<file path="src/hdl/uart_regs_pkg.sv">
/* CSR register map of the serial port. The block answers when address bits
   [13:10] match its select value. Divisor zero is not supported. */
package uart_regs_pkg;

	localparam int CSR_AW = 14;	// CSR address width.
	localparam int CSR_DW = 32;	// CSR data width.
	localparam int SEL_BITS = 4;	// Upper address bits that pick the block.

	localparam int unsigned CLK_FREQ = 100_000_000;	// System clock in Hz.
	localparam int unsigned BAUD = 115_200;	// Line rate after reset.
	localparam logic [15:0] DEFAULT_DIVISOR = 16'(CLK_FREQ / BAUD / 16);	// 16x ticks.

	typedef enum logic [1:0] {
		REG_STAT = 2'd0,	// Status read, acknowledge write.
		REG_DATA = 2'd1,	// Rx byte read, tx byte write.
		REG_DIV = 2'd2	// Baud divisor.
	} csr_reg_e;

	typedef struct packed {
		logic [CSR_AW-1:0] addr;	// Block select and offset.
		logic we;	// Write strobe.
		logic [CSR_DW-1:0] data;	// Write data.
	} csr_req_t;

	// Status image. The zero bits take the acknowledges on a write.
	typedef struct packed {
		logic ack_tx;	// Reads zero, write 1 clears tx_done.
		logic tx_done;	// Frame sent, not yet acknowledged.
		logic tx_busy;	// Frame in progress.
		logic ack_rx;	// Reads zero, write 1 clears rx flags.
		logic rx_error;	// Stop bit was low.
		logic rx_avail;	// Byte waiting.
	} uart_status_t;

endpackage

</file>
<file path="src/hdl/uart_line_pkg.sv">
/* Serial line definitions for 8N1 frames at 16x oversampling.
   The tick counters assume OVERSAMPLE and DATA_BITS are powers of two. */
package uart_line_pkg;

	localparam int OVERSAMPLE = 16;	// Ticks per bit.
	localparam int DATA_BITS = 8;	// Data bits per frame.
	localparam int OS_W = $clog2(OVERSAMPLE);	// Tick counter width.
	localparam int DB_W = $clog2(DATA_BITS);	// Bit counter width.

	localparam logic [OS_W-1:0] OS_LAST = OS_W'(OVERSAMPLE - 1);	// Last tick of a bit.
	localparam logic [OS_W-1:0] OS_MID = OS_W'(OVERSAMPLE / 2 - 1);	// Mid start bit.
	localparam logic [DB_W-1:0] DB_LAST = DB_W'(DATA_BITS - 1);	// Last data bit.

	typedef enum logic [1:0] {
		RX_IDLE, RX_START, RX_DATA, RX_STOP
	} rx_state_e;

	typedef enum logic [1:0] {
		TX_IDLE, TX_START, TX_DATA, TX_STOP
	} tx_state_e;

	typedef struct packed {
		logic [DATA_BITS-1:0] data;	// Last byte received.
		logic error;	// Framing error flag.
	} rx_result_t;

endpackage

</file>
<file path="src/hdl/uart_baud_gen.sv">
/* Tick generator at 16x the bit rate. Tick period is divisor cycles.
   A changed divisor applies from the next reload. Divisor zero is not supported. */
`timescale 1ns/1ns

module uart_baud_gen (
	input logic sys_clk,
	input logic sys_rst,
	input logic [15:0] divisor,	// Cycles per tick.
	output logic tick	// One-cycle pulse.
);

	logic [15:0] count;	// Cycles left until the next tick.
	logic reload;	// Count has run out.

	assign reload = (count == 16'd0);

	always_ff @(posedge sys_clk) begin
		if (sys_rst) begin
			count <= 16'd0;	// First reload right after reset.
			tick <= 1'b0;
		end else begin
			if (reload) begin
				count <= divisor - 16'd1;	// New divisor picked up here.
				tick <= 1'b1;
			end else begin
				count <= count - 16'd1;
				tick <= 1'b0;
			end
		end
	end

endmodule

</file>
<file path="src/hdl/uart_rx.sv">
/* 8N1 receiver, 16x oversampled, no parity and no break detection.
   A new frame overwrites an unread byte. rx_ack clears avail and error. */
`timescale 1ns/1ns

module uart_rx
	import uart_line_pkg::*;
(
	input logic sys_clk,
	input logic sys_rst,
	input logic tick,	// 16x bit rate.
	input logic rxd,	// Asynchronous line input.
	input logic rx_ack,	// Clears the flags.
	output rx_result_t rx_result,
	output logic rx_avail
);

	rx_state_e state;
	logic rxd_m;	// First sync stage.
	logic rxd_s;	// Synchronized line.
	logic [OS_W-1:0] cnt;	// Ticks within a bit.
	logic [DB_W-1:0] bit_cnt;	// Data bit index.
	logic [DATA_BITS-1:0] shreg;	// Incoming bits, LSB first.
	logic [DATA_BITS-1:0] rx_data;	// Latched byte.
	logic rx_err;	// Framing error flag.
	logic sample;	// Mid-bit point of a data or stop bit.

	assign sample = tick && (cnt == OS_LAST);
	assign rx_result = '{data: rx_data, error: rx_err};

	// Two-stage synchronizer, idles high.
	always_ff @(posedge sys_clk) begin
		if (sys_rst) begin
			rxd_m <= 1'b1;
			rxd_s <= 1'b1;
		end else begin
			rxd_m <= rxd;
			rxd_s <= rxd_m;
		end
	end

	always_ff @(posedge sys_clk) begin
		if (sys_rst) begin
			state <= RX_IDLE;
			cnt <= '0;
			bit_cnt <= '0;
			rx_avail <= 1'b0;
			rx_err <= 1'b0;
		end else begin
			if (rx_ack) begin	// A frame ending in the same cycle wins below.
				rx_avail <= 1'b0;
				rx_err <= 1'b0;
			end
			if (tick) begin
				case (state)
					RX_IDLE: begin
						if (!rxd_s) begin	// Possible start bit.
							state <= RX_START;
							cnt <= '0;
						end
					end
					RX_START: begin
						cnt <= cnt + 1'b1;
						if (cnt == OS_MID) begin	// Eighth tick, middle of start.
							cnt <= '0;
							bit_cnt <= '0;
							state <= rxd_s ? RX_IDLE : RX_DATA;	// High means glitch.
						end
					end
					RX_DATA: begin
						cnt <= cnt + 1'b1;	// Wraps every 16 ticks.
						if (cnt == OS_LAST) begin
							bit_cnt <= bit_cnt + 1'b1;
							if (bit_cnt == DB_LAST)
								state <= RX_STOP;
						end
					end
					RX_STOP: begin
						cnt <= cnt + 1'b1;
						if (cnt == OS_LAST) begin	// Middle of the stop bit.
							rx_avail <= rxd_s;
							rx_err <= !rxd_s;
							state <= RX_IDLE;
						end
					end
					default: state <= RX_IDLE;
				endcase
			end
		end
	end

	// Byte path.
	always_ff @(posedge sys_clk) begin
		if (sample && state == RX_DATA)
			shreg <= {rxd_s, shreg[DATA_BITS-1:1]};	// LSB arrives first.
		if (sample && state == RX_STOP)
			rx_data <= shreg;	// Latched even on a framing error.
	end

endmodule

</file>
<file path="src/hdl/uart_tx.sv">
/* 8N1 transmitter. Each bit lasts 16 ticks and the frame starts at the first
   tick after the load. A write while busy is dropped. */
`timescale 1ns/1ns

module uart_tx
	import uart_line_pkg::*;
(
	input logic sys_clk,
	input logic sys_rst,
	input logic tick,	// 16x bit rate.
	input logic tx_wr,	// Load strobe.
	input logic [7:0] tx_data,
	output logic txd,	// Registered line output.
	output logic tx_busy
);

	tx_state_e state;
	logic [OS_W-1:0] cnt;	// Ticks within a bit.
	logic [DB_W-1:0] bit_cnt;	// Data bit index.
	logic [DATA_BITS-1:0] shreg;	// Bits still to send.
	logic bit_start;	// First tick of a bit.
	logic bit_end;	// Last tick of a bit.

	assign bit_start = tick && (cnt == '0);
	assign bit_end = tick && (cnt == OS_LAST);

	always_ff @(posedge sys_clk) begin
		if (sys_rst) begin
			state <= TX_IDLE;
			cnt <= '0;
			bit_cnt <= '0;
			txd <= 1'b1;	// Line idles high.
			tx_busy <= 1'b0;
		end else begin
			if (state != TX_IDLE && tick)
				cnt <= cnt + 1'b1;	// Wraps every 16 ticks.
			case (state)
				TX_IDLE: begin
					if (tx_wr) begin
						state <= TX_START;
						cnt <= '0;
						bit_cnt <= '0;
						tx_busy <= 1'b1;
					end
				end
				TX_START: begin
					if (bit_start)
						txd <= 1'b0;
					if (bit_end)
						state <= TX_DATA;
				end
				TX_DATA: begin
					if (bit_start)
						txd <= shreg[0];	// LSB first.
					if (bit_end) begin
						bit_cnt <= bit_cnt + 1'b1;
						if (bit_cnt == DB_LAST)
							state <= TX_STOP;
					end
				end
				TX_STOP: begin
					if (bit_start)
						txd <= 1'b1;
					if (bit_end) begin	// Line stays high until the next start tick.
						state <= TX_IDLE;
						tx_busy <= 1'b0;
					end
				end
				default: state <= TX_IDLE;
			endcase
		end
	end

	// Shift register, loaded when idle.
	always_ff @(posedge sys_clk) begin
		if (state == TX_IDLE && tx_wr)
			shreg <= tx_data;
		else if (state == TX_DATA && bit_end)
			shreg <= shreg >> 1;
	end

endmodule

</file>
<file path="src/hdl/uart_csr.sv">
/* CSR register block of the serial port. Reads are registered, one cycle
   latency, and return zero when the block is not selected. */
`timescale 1ns/1ns

module uart_csr
	import uart_regs_pkg::*;
	import uart_line_pkg::*;
#(
	parameter logic [SEL_BITS-1:0] csr_addr = 4'h0	// Block select value.
) (
	input logic sys_clk,
	input logic sys_rst,
	input csr_req_t csr,	// One bus cycle.
	input rx_result_t rx_result,
	input logic rx_avail,
	input logic tx_busy,
	output logic [CSR_DW-1:0] csr_do,
	output logic [15:0] divisor,
	output logic tx_wr,	// Pulse on a data write.
	output logic [7:0] tx_data,
	output logic rx_ack,	// Pulse on a receive acknowledge.
	output logic rx_irq,
	output logic tx_irq
);

	logic sel;	// Block addressed.
	csr_reg_e reg_sel;	// Register offset.
	logic stat_wr;	// Write to the status register.
	logic tx_ack;	// Transmit acknowledge.
	uart_status_t ack_bits;	// Write data seen as status bits.
	uart_status_t stat;	// Status image.
	logic tx_busy_r;	// Busy one cycle late.
	logic tx_done;

	assign sel = (csr.addr[CSR_AW-1 -: SEL_BITS] == csr_addr);
	assign reg_sel = csr_reg_e'(csr.addr[1:0]);
	assign ack_bits = uart_status_t'(csr.data[$bits(uart_status_t)-1:0]);

	assign stat_wr = sel && csr.we && (reg_sel == REG_STAT);
	assign rx_ack = stat_wr && ack_bits.ack_rx;	// Bit 2.
	assign tx_ack = stat_wr && ack_bits.ack_tx;	// Bit 5.
	assign tx_wr = sel && csr.we && (reg_sel == REG_DATA);
	assign tx_data = csr.data[7:0];

	assign stat = '{
		ack_tx: 1'b0,
		tx_done: tx_done,
		tx_busy: tx_busy,
		ack_rx: 1'b0,
		rx_error: rx_result.error,
		rx_avail: rx_avail
	};

	// Done is set on the falling edge of busy.
	always_ff @(posedge sys_clk) begin
		if (sys_rst) begin
			tx_busy_r <= 1'b0;
			tx_done <= 1'b0;
		end else begin
			tx_busy_r <= tx_busy;
			if (tx_ack || tx_wr)
				tx_done <= 1'b0;
			if (tx_busy_r && !tx_busy)	// Set wins over a clear.
				tx_done <= 1'b1;
		end
	end

	// Read mux and divisor register.
	always_ff @(posedge sys_clk) begin
		if (sys_rst) begin
			csr_do <= '0;
			divisor <= DEFAULT_DIVISOR;
		end else begin
			csr_do <= '0;	// Zero when not selected.
			if (sel) begin
				case (reg_sel)
					REG_STAT: csr_do <= CSR_DW'(stat);
					REG_DATA: csr_do <= CSR_DW'(rx_result.data);
					REG_DIV: csr_do <= CSR_DW'(divisor);
					default: csr_do <= '0;	// Offset 3 is unused.
				endcase
				if (csr.we && reg_sel == REG_DIV)
					divisor <= csr.data[15:0];
			end
		end
	end

	assign rx_irq = rx_avail | rx_result.error;	// Data or error pending.
	assign tx_irq = tx_done;

endmodule

</file>
<file path="src/hdl/uart_top.sv">
/* Memory-mapped 8N1 serial port with a CSR bus and two interrupt levels.
   No FIFOs, parity or flow control. An unread byte is overwritten. */
`timescale 1ns/1ns

module uart_top
	import uart_regs_pkg::*;
	import uart_line_pkg::*;
#(
	parameter logic [SEL_BITS-1:0] csr_addr = 4'h0	// Block select value.
) (
	input logic sys_clk,
	input logic sys_rst,
	input logic [CSR_AW-1:0] csr_a,
	input logic csr_we,
	input logic [CSR_DW-1:0] csr_di,
	output logic [CSR_DW-1:0] csr_do,
	output logic rx_irq,
	output logic tx_irq,
	input logic uart_rxd,
	output logic uart_txd
);

	csr_req_t csr;	// Bundled bus cycle.
	logic [15:0] divisor;
	logic tick;	// 16x bit rate.
	logic tx_wr;
	logic [7:0] tx_data;
	logic tx_busy;
	logic rx_ack;
	logic rx_avail;
	rx_result_t rx_result;

	assign csr = '{addr: csr_a, we: csr_we, data: csr_di};

	uart_csr #(.csr_addr(csr_addr)) u_csr (
		.sys_clk, .sys_rst, .csr, .rx_result, .rx_avail, .tx_busy,
		.csr_do, .divisor, .tx_wr, .tx_data, .rx_ack, .rx_irq, .tx_irq
	);

	uart_baud_gen u_baud (.sys_clk, .sys_rst, .divisor, .tick);

	uart_rx u_rx (
		.sys_clk, .sys_rst, .tick, .rxd(uart_rxd), .rx_ack, .rx_result, .rx_avail
	);

	uart_tx u_tx (
		.sys_clk, .sys_rst, .tick, .tx_wr, .tx_data, .txd(uart_txd), .tx_busy
	);

endmodule

</file>
<file path="config.mk">
export PLATFORM = sky130hd
export DESIGN_NAME = uart_top
export DESIGN_NICKNAME = d
export VERILOG_FILES = /design/src/hdl/uart_regs_pkg.sv /design/src/hdl/uart_line_pkg.sv /design/src/hdl/uart_baud_gen.sv /design/src/hdl/uart_rx.sv /design/src/hdl/uart_tx.sv /design/src/hdl/uart_csr.sv /design/src/hdl/uart_top.sv
export SDC_FILE = /design/constraint.sdc
export NUM_CORES = 1
export LEC_CHECK = 0
export ABC_AREA = 1
export BUFFER_PORTS_ARGS = -buffer_cell sky130_fd_sc_hd__buf_2
export CAP_MARGIN = 20
export CORE_MARGIN = 8
export CORE_UTILIZATION = 55
export CTS_BUF_LIST = sky130_fd_sc_hd__clkbuf_4
export DETAILED_ROUTE_END_ITERATION = 8
export PLACE_DENSITY = 0.82
export SYNTH_ARGS = -nofsm -noshare
export SYNTH_HDL_FRONTEND = slang
export SYNTH_SLANG_ARGS = --single-unit
</file>
<file path="constraint.sdc">
create_clock -name sys_clk -period 4.06 [get_ports sys_clk]
set_input_delay 1.218 -clock sys_clk [delete_from_list [all_inputs] [get_ports sys_clk]]
set_output_delay 1.218 -clock sys_clk [all_outputs]
set_load 0.03 [all_outputs]
</file>
==> results of run 1 <==
sequential cells by signal (all words and copies together), names as in the netlist, 2 cells and up, named ones only:
register and count:
u_baud.count 16, u_csr.csr_do 16, u_csr.divisor 16, u_rx.rx_data 8
u_rx.shreg 8, u_tx.shreg 8, u_rx.cnt 4, u_tx.cnt 4
u_rx.bit_cnt 3, u_tx.bit_cnt 3, u_tx.state 2
worst max-delay path by stage:
stage	cells after the start	end	startpoint
floorplan	8	u_tx.shreg[0]$_DFFE_PP_	csr_a[13]
global placement	8	u_tx.shreg[2]$_DFFE_PP_	csr_a[13]
detailed placement	8	u_tx.shreg[1]$_DFFE_PP_	csr_a[13]
CTS	8	u_tx.shreg[4]$_DFFE_PP_	csr_a[13]
global route	8	u_tx.shreg[0]$_DFFE_PP_	csr_a[1]
finish	8	u_tx.shreg[0]$_DFFE_PP_	csr_a[13]
cells by family after synthesis:
kind of cell | Yosys count
AO/OA/AOI/OAI | 92
XOR/XNOR | 5
adder cells (fa/ha/maj) | 17
buffers and inverters | 114
flip-flops | 99
other | 1
AND/OR/NAND/NOR | 237
worst max-delay path, cell delays in order:
cell     delay [ns]
buf_2          0.10
nor2_1         0.09
nand2_1        0.11
nor3_2         0.24
inv_1          0.11
nor2_2         0.21
inv_1          0.23
o21ai_0        0.46
placed cells by master (no fill, tap or decap), drive strengths merged, types with 5 or more instances in the layout:
master	synthesis	final
edfxtp	24	24
o211ai	6	6
nand2	110	110
buf	20	46
nand4	5	5
ha	17	17
a211oi	6	6
inv	85	89
nor2	71	71
o21ai	32	32
dfxtp	75	75
clkbuf	8	9
nand3	28	28
a21oi	39	39
nor3	16	16
conb	1	16
final cells by class:
type	instances	area, sq um	share of cell area (%)
Timing Repair Buffer	46	235	4.70
Sequential cell	99	2220	44.4
Multi-Input combinational cell	367	1960	39.2
Clock buffer	9	67.6	1.35
Clock inverter	7	67.6	1.35
Tap cell	105	131	2.62
Inverter	86	323	6.44
metrics by stage:
step | instance area (sq um) | setup slack [ns] | cells
finish | 5010 | 1.40 | 719
global route | 5010 | 1.26 | 719
CTS | 5010 | 1.42 | 719
detailed placement | 4870 | 0.891 | 703
global placement | 4870 | 0.931 | 703
floorplan | 4700 | 1.34 | 580
layer usage:
layer	vias up	wire, um
li1	1884	-
met1	1770	4380
met2	82	4960
met3	16	541
met4	0	181
met5	-	0
where the power goes:
part	total [mW]	switching, mW	internal (mW)	leakage (nW)
clock network	0.511	0.369	0.142	0.0712
logic	1.06	0.735	0.327	1.36
registers	1.13	0.0471	1.08	0.823
==> summary.txt, run 1 <==
Via count: 3752
Met1 usage: 20.9%
Layout area overhead: 7.90%
Worst r2r dst: u_rx.shreg[4]$_DFFE_PP_
Hold_buf cts: 0
Ys flop type: dfxtp_1
Worst Hold Slack: 0.429 ns
PD cells: 540 nW/um^2
Clock buffer depth: 2
Cell accounting for the most synthesized area: dfxtp_1
Max_slew headroom: 27.1%
Worst-Skew Late Latency: 0.47 ns
Drt drc: 0
Met2 Resource Use GR: 31.0%
Post-Syn Area: 4640 sq um
Largest family of logic cells by synthesized area: simple AND/OR/NAND/NOR gates
GR Overflow Total: 0
TNS Setup: 0 ns
Post-CTS Setup Inserts: 0
CTS root buffer: clkbuf_4
Ys async rst share: 0%
Tot Pwr: 2.70 mW
Layout cells sized above 1: 16.0%
Full die area: 11600 sq um
# nets final: 676
Gp weighted congestion: 0.836
Drt via density: 5.22
Setup CP Type: in -> reg
Clk sink count: 99
Initial core utilization: 56.5%
Fin crit share: 65.5%
Die height: 108 um
Core area: 8220 sq um
First-pass GRT wire length: 16700 um
Critical Path Source Type: input pin
Mux cell area share after synthesis: 0%
Placed wire-length estimate: 7660 um
R2R cell count: 4
Post-Route Utilization: 61.0%
Final WL: 10100 um
Die W: 108 um
Max cap viols: 0
Top cells by area, synth: dfxtp_1 (32%), edfxtp_1 (16%), nand2_1 (7.6%), inv_1 (6.6%), nor2_1 (5.3%)
Worst path arrival time: 2.77 ns
Launch point of the worst reg-to-reg path: u_rx.state[0]$_SDFFE_PP0P_
Hold path start: u_rx.rxd_m$_SDFF_PP1_
Num rows: 33
Sequential-to-total area share from yosys stat: 47.9%
Most instantiated cells after synthesis: nand2_1 (94), inv_1 (82), dfxtp_1 (75), nor2_1 (65), a21oi_1 (38)
Met3 usage: 3.59%
Fin. Hold Viols: 0
Num CTS Buffers: 9
Crit path required time: 4.17 ns
Clock-pin slew on the worst setup and hold paths: 0.17 ns
Largest net degree at the start of global routing: 31
CTS tree: yes
EDFF count, synth: 24
Most used routing layer: met2
Post_cts resized: 0
Unique masters post-synth: 44
Post-Synth XOR/XNOR Area: 0.943%
Port bufs: 44
Worst-path fanout max: 12
Final Setup Violations: 0
Antenna Nets Post-Route: 0
Slew @ Worst Pin: 1.09 ns
GRT Util Overall: 17.9%
RSZ-0062 raised after global routing: false
H-Tree Depth: 3
Layout fillers: 735
1st-iter DRT viols: 153
Io pins: 85
Max Transition Viols Final: 0
Simple-gate share of the synthesized area: 23.9%
Minimum clock period: 2.66 ns
#FFs+latches synth: 99
Worst ir drop on vdd: 277 uV
Synth warn: 0
Pleak: 2.26 nW
Hold path depth: 1
Worst min path class: reg -> reg
Maximum clock rate: 0.376 GHz
Drt first pass iters: 4
Crit end category: flop
WL per Instance: 14.0 um
Via count of the first global-routing pass: 3637
Outcome: finished clean
Hold-critical path endpoint: u_rx.rxd_s$_SDFF_PP1_
Post-Syn Area per Cell: 8.22 sq um
Initial antenna violation count: 0
Clock skew: 0.00908 ns
Area fraction of the dominant cell type after synthesis: 32.3%
Synth Area in Adders: 4.58%
Antenna cell count: 0
Most numerous cell in the Yosys netlist: nand2_1
Mapped Cells: 565
Compound-Gate Fraction of Synth Area: 11.5%
Worst R2R Setup Slack: 1.89 ns
Note: power is estimated with default switching activity, not from simulation.
==> run 2, diff against run 1 <==
- CORE_UTILIZATION: 55 -> 52
- PLACE_DENSITY: 0.82 -> 0.81
- clock period: 4.06 -> 2.4 ns (I/O delays scaled with it)
==> summary.txt, run 2 (synthesis gave the netlist of run 1 again) <==
Outcome: finished clean
1st-iter DRT viols: 196 (+28%)
Antenna Nets Post-Route: 0 (unchanged)
RSZ-0062 raised after global routing: false
Clock skew: 0.0235 ns (+0.0144 ns)
Post_cts resized: 0 (unchanged)
Placed wire-length estimate: 7710 um (+0.75%)
GRT Util Overall: 16.2% (-1.6 points)
Gp weighted congestion: 0.859 (+2.7%)
Worst-path fanout max: 16 (+4)
Setup CP Type: reg -> reg
Fin crit share: 87.8%
Crit end category: flop
Worst-Skew Late Latency: 0.46 ns (about the same)
CTS tree: yes
Die height: 110 um (+2.4%)
Via count of the first global-routing pass: 3655 (+0.49%)
Worst min path class: reg -> reg
Die W: 110 um (+2.4%)
Area after DPL: 4940 sq um (+1.3%)
Drt drc: 0 (unchanged)
Fin. Hold Viols: 0 (unchanged)
Clock-pin slew on the worst setup and hold paths: 0.15 ns (-0.02 ns)
Layout fillers: 772 (+5.0%)
Top flop regs: u_baud.count x16, u_csr.csr_do x16, u_csr.divisor x16
Clk sink count: 99 (unchanged)
H-Tree Depth: 3 (unchanged)
Antenna cell count: 0 (unchanged)
Largest net degree at the start of global routing: 29 (-6.5%)
Post-Route Utilization: 58.6% (-2.4 points)
Worst ir drop on vdd: 561 uV (+100%)
Top Family by Delay on Critical Path: simple AND/OR/NAND/NOR gates
Final WL: 9900 um (-1.6%)
First-pass GRT wire length: 16600 um (-0.90%)
Num CTS Buffers: 9 (unchanged)
PD cells: 918 nW/um^2 (+70%)
Core area: 8680 sq um (+5.6%)
Worst Hold Slack: 0.430 ns (+0.00109 ns)
Minimum clock period: 2.11 ns
Initial antenna violation count: 0 (unchanged)
Post-CTS Setup Inserts: 0 (unchanged)
Drt via density: 5.12 (-1.9%)
Most frequent cells in the layout: nand2_1 (94), inv_1 (82), dfxtp_1 (75), nor2_1 (65), buf_2 (44)
Maximum clock rate: 0.474 GHz
Num rows: 34 (+3.0%)
# nets final: 684 (+1.2%)
Io pins: 85 (unchanged)
Hold_buf cts: 0 (unchanged)
Pleak: 2.30 nW (+2.1%)
Clock buffer depth: 2 (unchanged)
GR Overflow Total: 0 (unchanged)
Tot Pwr: 4.67 mW (+73%)
Max Transition Viols Final: 0 (unchanged)
TNS Setup: 0 ns (unchanged)
CP bufs+invs: 1 (-2)
Layout area overhead: 9.51%
Drt first pass iters: 5 (+1)
Port bufs: 44 (unchanged)
CP max stage delay: 0.34 ns (-0.12 ns)
Worst path arrival time: 2.47 ns (-0.30 ns)
Max stage delay cell, worst path: dfxtp_1
Final Setup Violations: 0 (unchanged)
Most common cell after layout, fill and taps aside: nand2_1
WL per Instance: 13.6 um (-3.1%)
Via count: 3736 (-0.43%)
CP most frequent cell: nor2_1
Crit-path cells: nor2_1 > nand2_2 > nor2_8 > nand2_4 > o21bai_4 > inv_1 > ha_1 > nand3_1 > nor2_4 > nand2_1 > xor2_1 > nor2_1
Hold path depth: 1 (unchanged)
Layout cells sized above 1: 17.2% (+1.2 points)
R2R cell count: 12 (+8)
Max cap viols: 0 (unchanged)
Design area: 5080 sq um (+1.5%)
CTS root buffer: clkbuf_4
Initial core utilization: 53.5% (-3.0 points)
Full die area: 12200 sq um (+4.9%)
Crit path required time: 2.76 ns (-1.41 ns)
Critical path depth in cells: 12 (+4)
Critical Path Source Type: flop
-- run 2: changes by cell type in the layout (fill, tap and decap cells not counted), sizes merged --
cell	delta
clkbuf	+1
clkinv	-1
buf	+8
bufinv	+1
inv	-1
-- run 2: path summary, 6_finish.rpt --
path | end | startpoint | slack (ns)
setup / recovery | u_baud.count[8]$_SDFF_PP0_ | u_baud.count[7]$_SDFF_PP0_ | 0.29
hold / removal | u_rx.rxd_s$_SDFF_PP1_ | u_rx.rxd_m$_SDFF_PP1_ | 0.43
setup reg to reg | u_baud.count[8]$_SDFF_PP0_ | u_baud.count[7]$_SDFF_PP0_ | 0.29
hold reg to reg | u_rx.rxd_s$_SDFF_PP1_ | u_rx.rxd_m$_SDFF_PP1_ | 0.43
-- run 2: cell type report --
class | instances | area (sq um) | area share (%)
flip-flops and latches | 99 | 2220 | 43.7
well taps | 108 | 135 | 2.66
repair buffers | 54 | 295 | 5.81
clock inverters | 6 | 71.3 | 1.40
inverters | 86 | 323 | 6.35
clock buffers | 10 | 75.1 | 1.48
multi-input cells | 367 | 1960 | 38.6
-- run 2: metrics by stage --
stage,setup slack [ns],std cells
2_1_floorplan,0.179,580
3_3_place_gp,0.271,714
3_5_place_dp,0.244,714
4_1_cts,0.309,730
5_1_grt,0.131,730
6_report,0.292,730
-- run 2: power by group --
part,internal [mW],switching (mW),total [mW]
combinational,0.590,1.26,1.85
sequential,1.83,0.0788,1.91
clock,0.343,0.567,0.910
total,2.77,1.90,4.67
-- run 2: per-layer routing --
layer | share of wire, % | track usage [%] | wire, um
met2 | 48 | 27.5 | 4770
met3 | 7.3 | 5.47 | 718
met5 | 0 | 0 | 0
met1 | 43 | 18.7 | 4220
met4 | 1.9 | 5.41 | 191
==> run 3, diff against run 2 <==
- CORE_UTILIZATION: 52 -> 55
- PLACE_DENSITY: 0.81 -> 0.82
- clock period: 2.4 -> 2.1 ns (I/O delays scaled with it)
==> summary.txt, run 3 (synthesis gave the netlist of run 1 again) <==
Outcome: finished clean
Critical Path Source Type: flop
Max cap viols: 0 (unchanged)
Critical path depth in cells: 12 (unchanged)
Crit end category: flop
Top flop regs: u_baud.count x16, u_csr.csr_do x16, u_csr.divisor x16
Pleak: 2.32 nW (+0.69%)
Io pins: 85 (unchanged)
Antenna cell count: 0 (unchanged)
Layout cells sized above 1: 17.9% (+0.75 points)
CP most frequent cell: nor2_1
R2R cell count: 12 (unchanged)
Worst-Skew Late Latency: 0.46 ns (about the same)
CTS root buffer: clkbuf_4
Minimum clock period: 1.91 ns (-0.196 ns)
Initial core utilization: 56.5% (+3.0 points)
Drt first pass iters: 4 (-1)
Antenna Nets Post-Route: 0 (unchanged)
Maximum clock rate: 0.523 GHz (+10%)
Worst setup path end: u_baud.count[8]$_SDFF_PP0_
Via count: 3759 (+0.62%)
# nets final: 686 (+0.29%)
Max stage delay cell, worst path: dfxtp_1
CP max stage delay: 0.36 ns (+0.02 ns)
H-Tree Depth: 3 (unchanged)
Net Sw Frac: 40.8% (+0.080 points)
Clock power share: 19.4% (about the same)
Final WL: 9970 um (+0.75%)
Fin crit share: 91.0% (+3.2 points)
Internal Pwr Total: 3.23 mW (+17%)
Port bufs: 44 (unchanged)
First-pass GRT wire length: 16400 um (-0.79%)
CTS tree: yes
Top Family by Delay on Critical Path: simple AND/OR/NAND/NOR gates
Max_slew headroom: 65.7%
Crit-path cells: nor2_1 > nand2_2 > nor2_8 > nand2_4 > o21bai_4 > inv_1 > ha_2 > nand3_4 > nor2_4 > nand2_1 > xor2_1 > nor2_1
NetSw: 2.23 mW (+17%)
Worst ir drop on vdd: 489 uV (-13%)
GRT Util Overall: 17.7% (+1.5 points)
WL per Instance: 13.7 um (+0.89%)
Drt via density: 5.16 (+0.75%)
Num rows: 33 (-2.9%)
Most frequent cells in the layout: nand2_1 (94), inv_1 (82), dfxtp_1 (75), nor2_1 (65), buf_2 (44)
Crit path required time: 2.45 ns (-0.31 ns)
Sequential fraction of design power: 40.0% (-1.0 points)
Met3 usage: 5.75% (+0.28 points)
Worst R2R Setup Slack: 0.19 ns (-0.10 ns)
Gate power share: 40.6% (+1.0 points)
Placed wire-length estimate: 7740 um (+0.37%)
Met2 Resource Use GR: 31.8% (+4.3 points)
Clk sink count: 99 (unchanged)
Slew @ Worst Pin: 0.512 ns
Layout area overhead: 10.4%
Met1 usage: 20.1% (+1.5 points)
Setup CP Type: reg -> reg
Worst path arrival time: 2.26 ns (-0.21 ns)
Largest net degree at the start of global routing: 26 (-10%)
Via count of the first global-routing pass: 3612 (-1.2%)
Layout fillers: 716 (-7.3%)
Worst r2r dst: u_baud.count[8]$_SDFF_PP0_
Max Transition Viols Final: 0 (unchanged)
Initial antenna violation count: 0 (unchanged)
PD cells: 1070 nW/um^2 (+16%)
Critical Path Start: u_baud.count[15]$_SDFF_PP0_
Die height: 108 um (-2.4%)
Worst min path class: in -> reg
Num CTS Buffers: 9 (unchanged)
Clock skew: 0.0240 ns (+0.000444 ns)
Core area: 8220 sq um (-5.3%)
Die W: 108 um (-2.4%)
Most common cell after layout, fill and taps aside: nand2_1
Worst-path fanout max: 6 (-10)
Tot Pwr: 5.47 mW (+17%)
RSZ-0062 raised after global routing: false
Full die area: 11600 sq um (-4.7%)
TNS Setup: 0 ns (unchanged)
Launch point of the worst reg-to-reg path: u_baud.count[15]$_SDFF_PP0_
Hold path start: uart_rxd
GR Overflow Total: 0 (unchanged)
Most used routing layer: met2
Clock buffer depth: 2 (unchanged)
Gp weighted congestion: 0.866 (+0.87%)
Fin. Hold Viols: 0 (unchanged)
Clock-pin slew on the worst setup and hold paths: 0.17 ns (+0.02 ns)
Final Setup Violations: 0 (unchanged)
CP bufs+invs: 1 (unchanged)
Hold path depth: 2 (+1)
Drt drc: 0 (unchanged)
1st-iter DRT viols: 237 (+21%)
run 3: changes by cell type in the layout (fill, tap and decap cells not counted), sizes merged:
cell	delta
inv	+1
clkbuf	-1
buf	+2
run 3: metrics by stage:
step / hold slack [ns] / cells / cell area (sq um) / utilization, % / worst slack [ns]
after global placement: 0.396 / 712 / 4950 / 60.2 / 0.107
after global routing: 0.312 / 729 / 5120 / 62.4 / 0.0248
after floorplan: 0.389 / 580 / 4700 / - / 0.173
after detailed placement: 0.402 / 712 / 4950 / 60.2 / 0.00349
after CTS: 0.341 / 728 / 5100 / 62.0 / 0.0720
final: 0.358 / 729 / 5120 / 62.4 / 0.188
run 3: worst min path at each step:
stage | endpoint | slack (ns)
floorplan | u_rx.rxd_s$_SDFF_PP1_ | 0.39
global placement | u_rx.rxd_s$_SDFF_PP1_ | 0.40
detailed placement | u_rx.rxd_s$_SDFF_PP1_ | 0.40
CTS | u_rx.rxd_m$_SDFF_PP1_ | 0.34
global route | u_rx.rxd_m$_SDFF_PP1_ | 0.31
finish | u_rx.rxd_m$_SDFF_PP1_ | 0.36
run 3: what timing repair did:
action / in CTS / in global routing
resized for setup: 0 / 5
endpoints found under the hold margin: 0 / 0
buffers inserted: 0 / 1
hold buffers: 0 / 0
setup endpoints to repair: 0 / 6
run 3: metal layers:
metal | wire [um] | share of wire, %
met1 | 4160 | 42
met2 | 5050 | 51
met3 | 695 | 7.0
met4 | 72 | 0.72
met5 | 0 | 0
run 3: cell type report:
class | count | area (sq um) | area share, %
Sequential cell | 99 | 2220 | 43.4
Multi-Input combinational cell | 367 | 1990 | 38.8
Inverter | 86 | 323 | 6.30
Timing Repair Buffer | 56 | 310 | 6.05
Tap cell | 105 | 131 | 2.56
Clock inverter | 7 | 82.6 | 1.61
Clock buffer | 9 | 67.6 | 1.32
run 3: power by group through the flow:
| stage | Clock (mW) | Combinational (mW) | Sequential, mW |
|---|---|---|---|
| after floorplan | 0 | 1.77 | 2.22 |
| after global placement | 0 | 2.03 | 2.22 |
| after detailed placement | 0 | 2.10 | 2.23 |
| after CTS | 1.08 | 2.12 | 2.19 |
| after global routing | 1.17 | 2.49 | 2.20 |
| final | 1.06 | 2.22 | 2.19 |
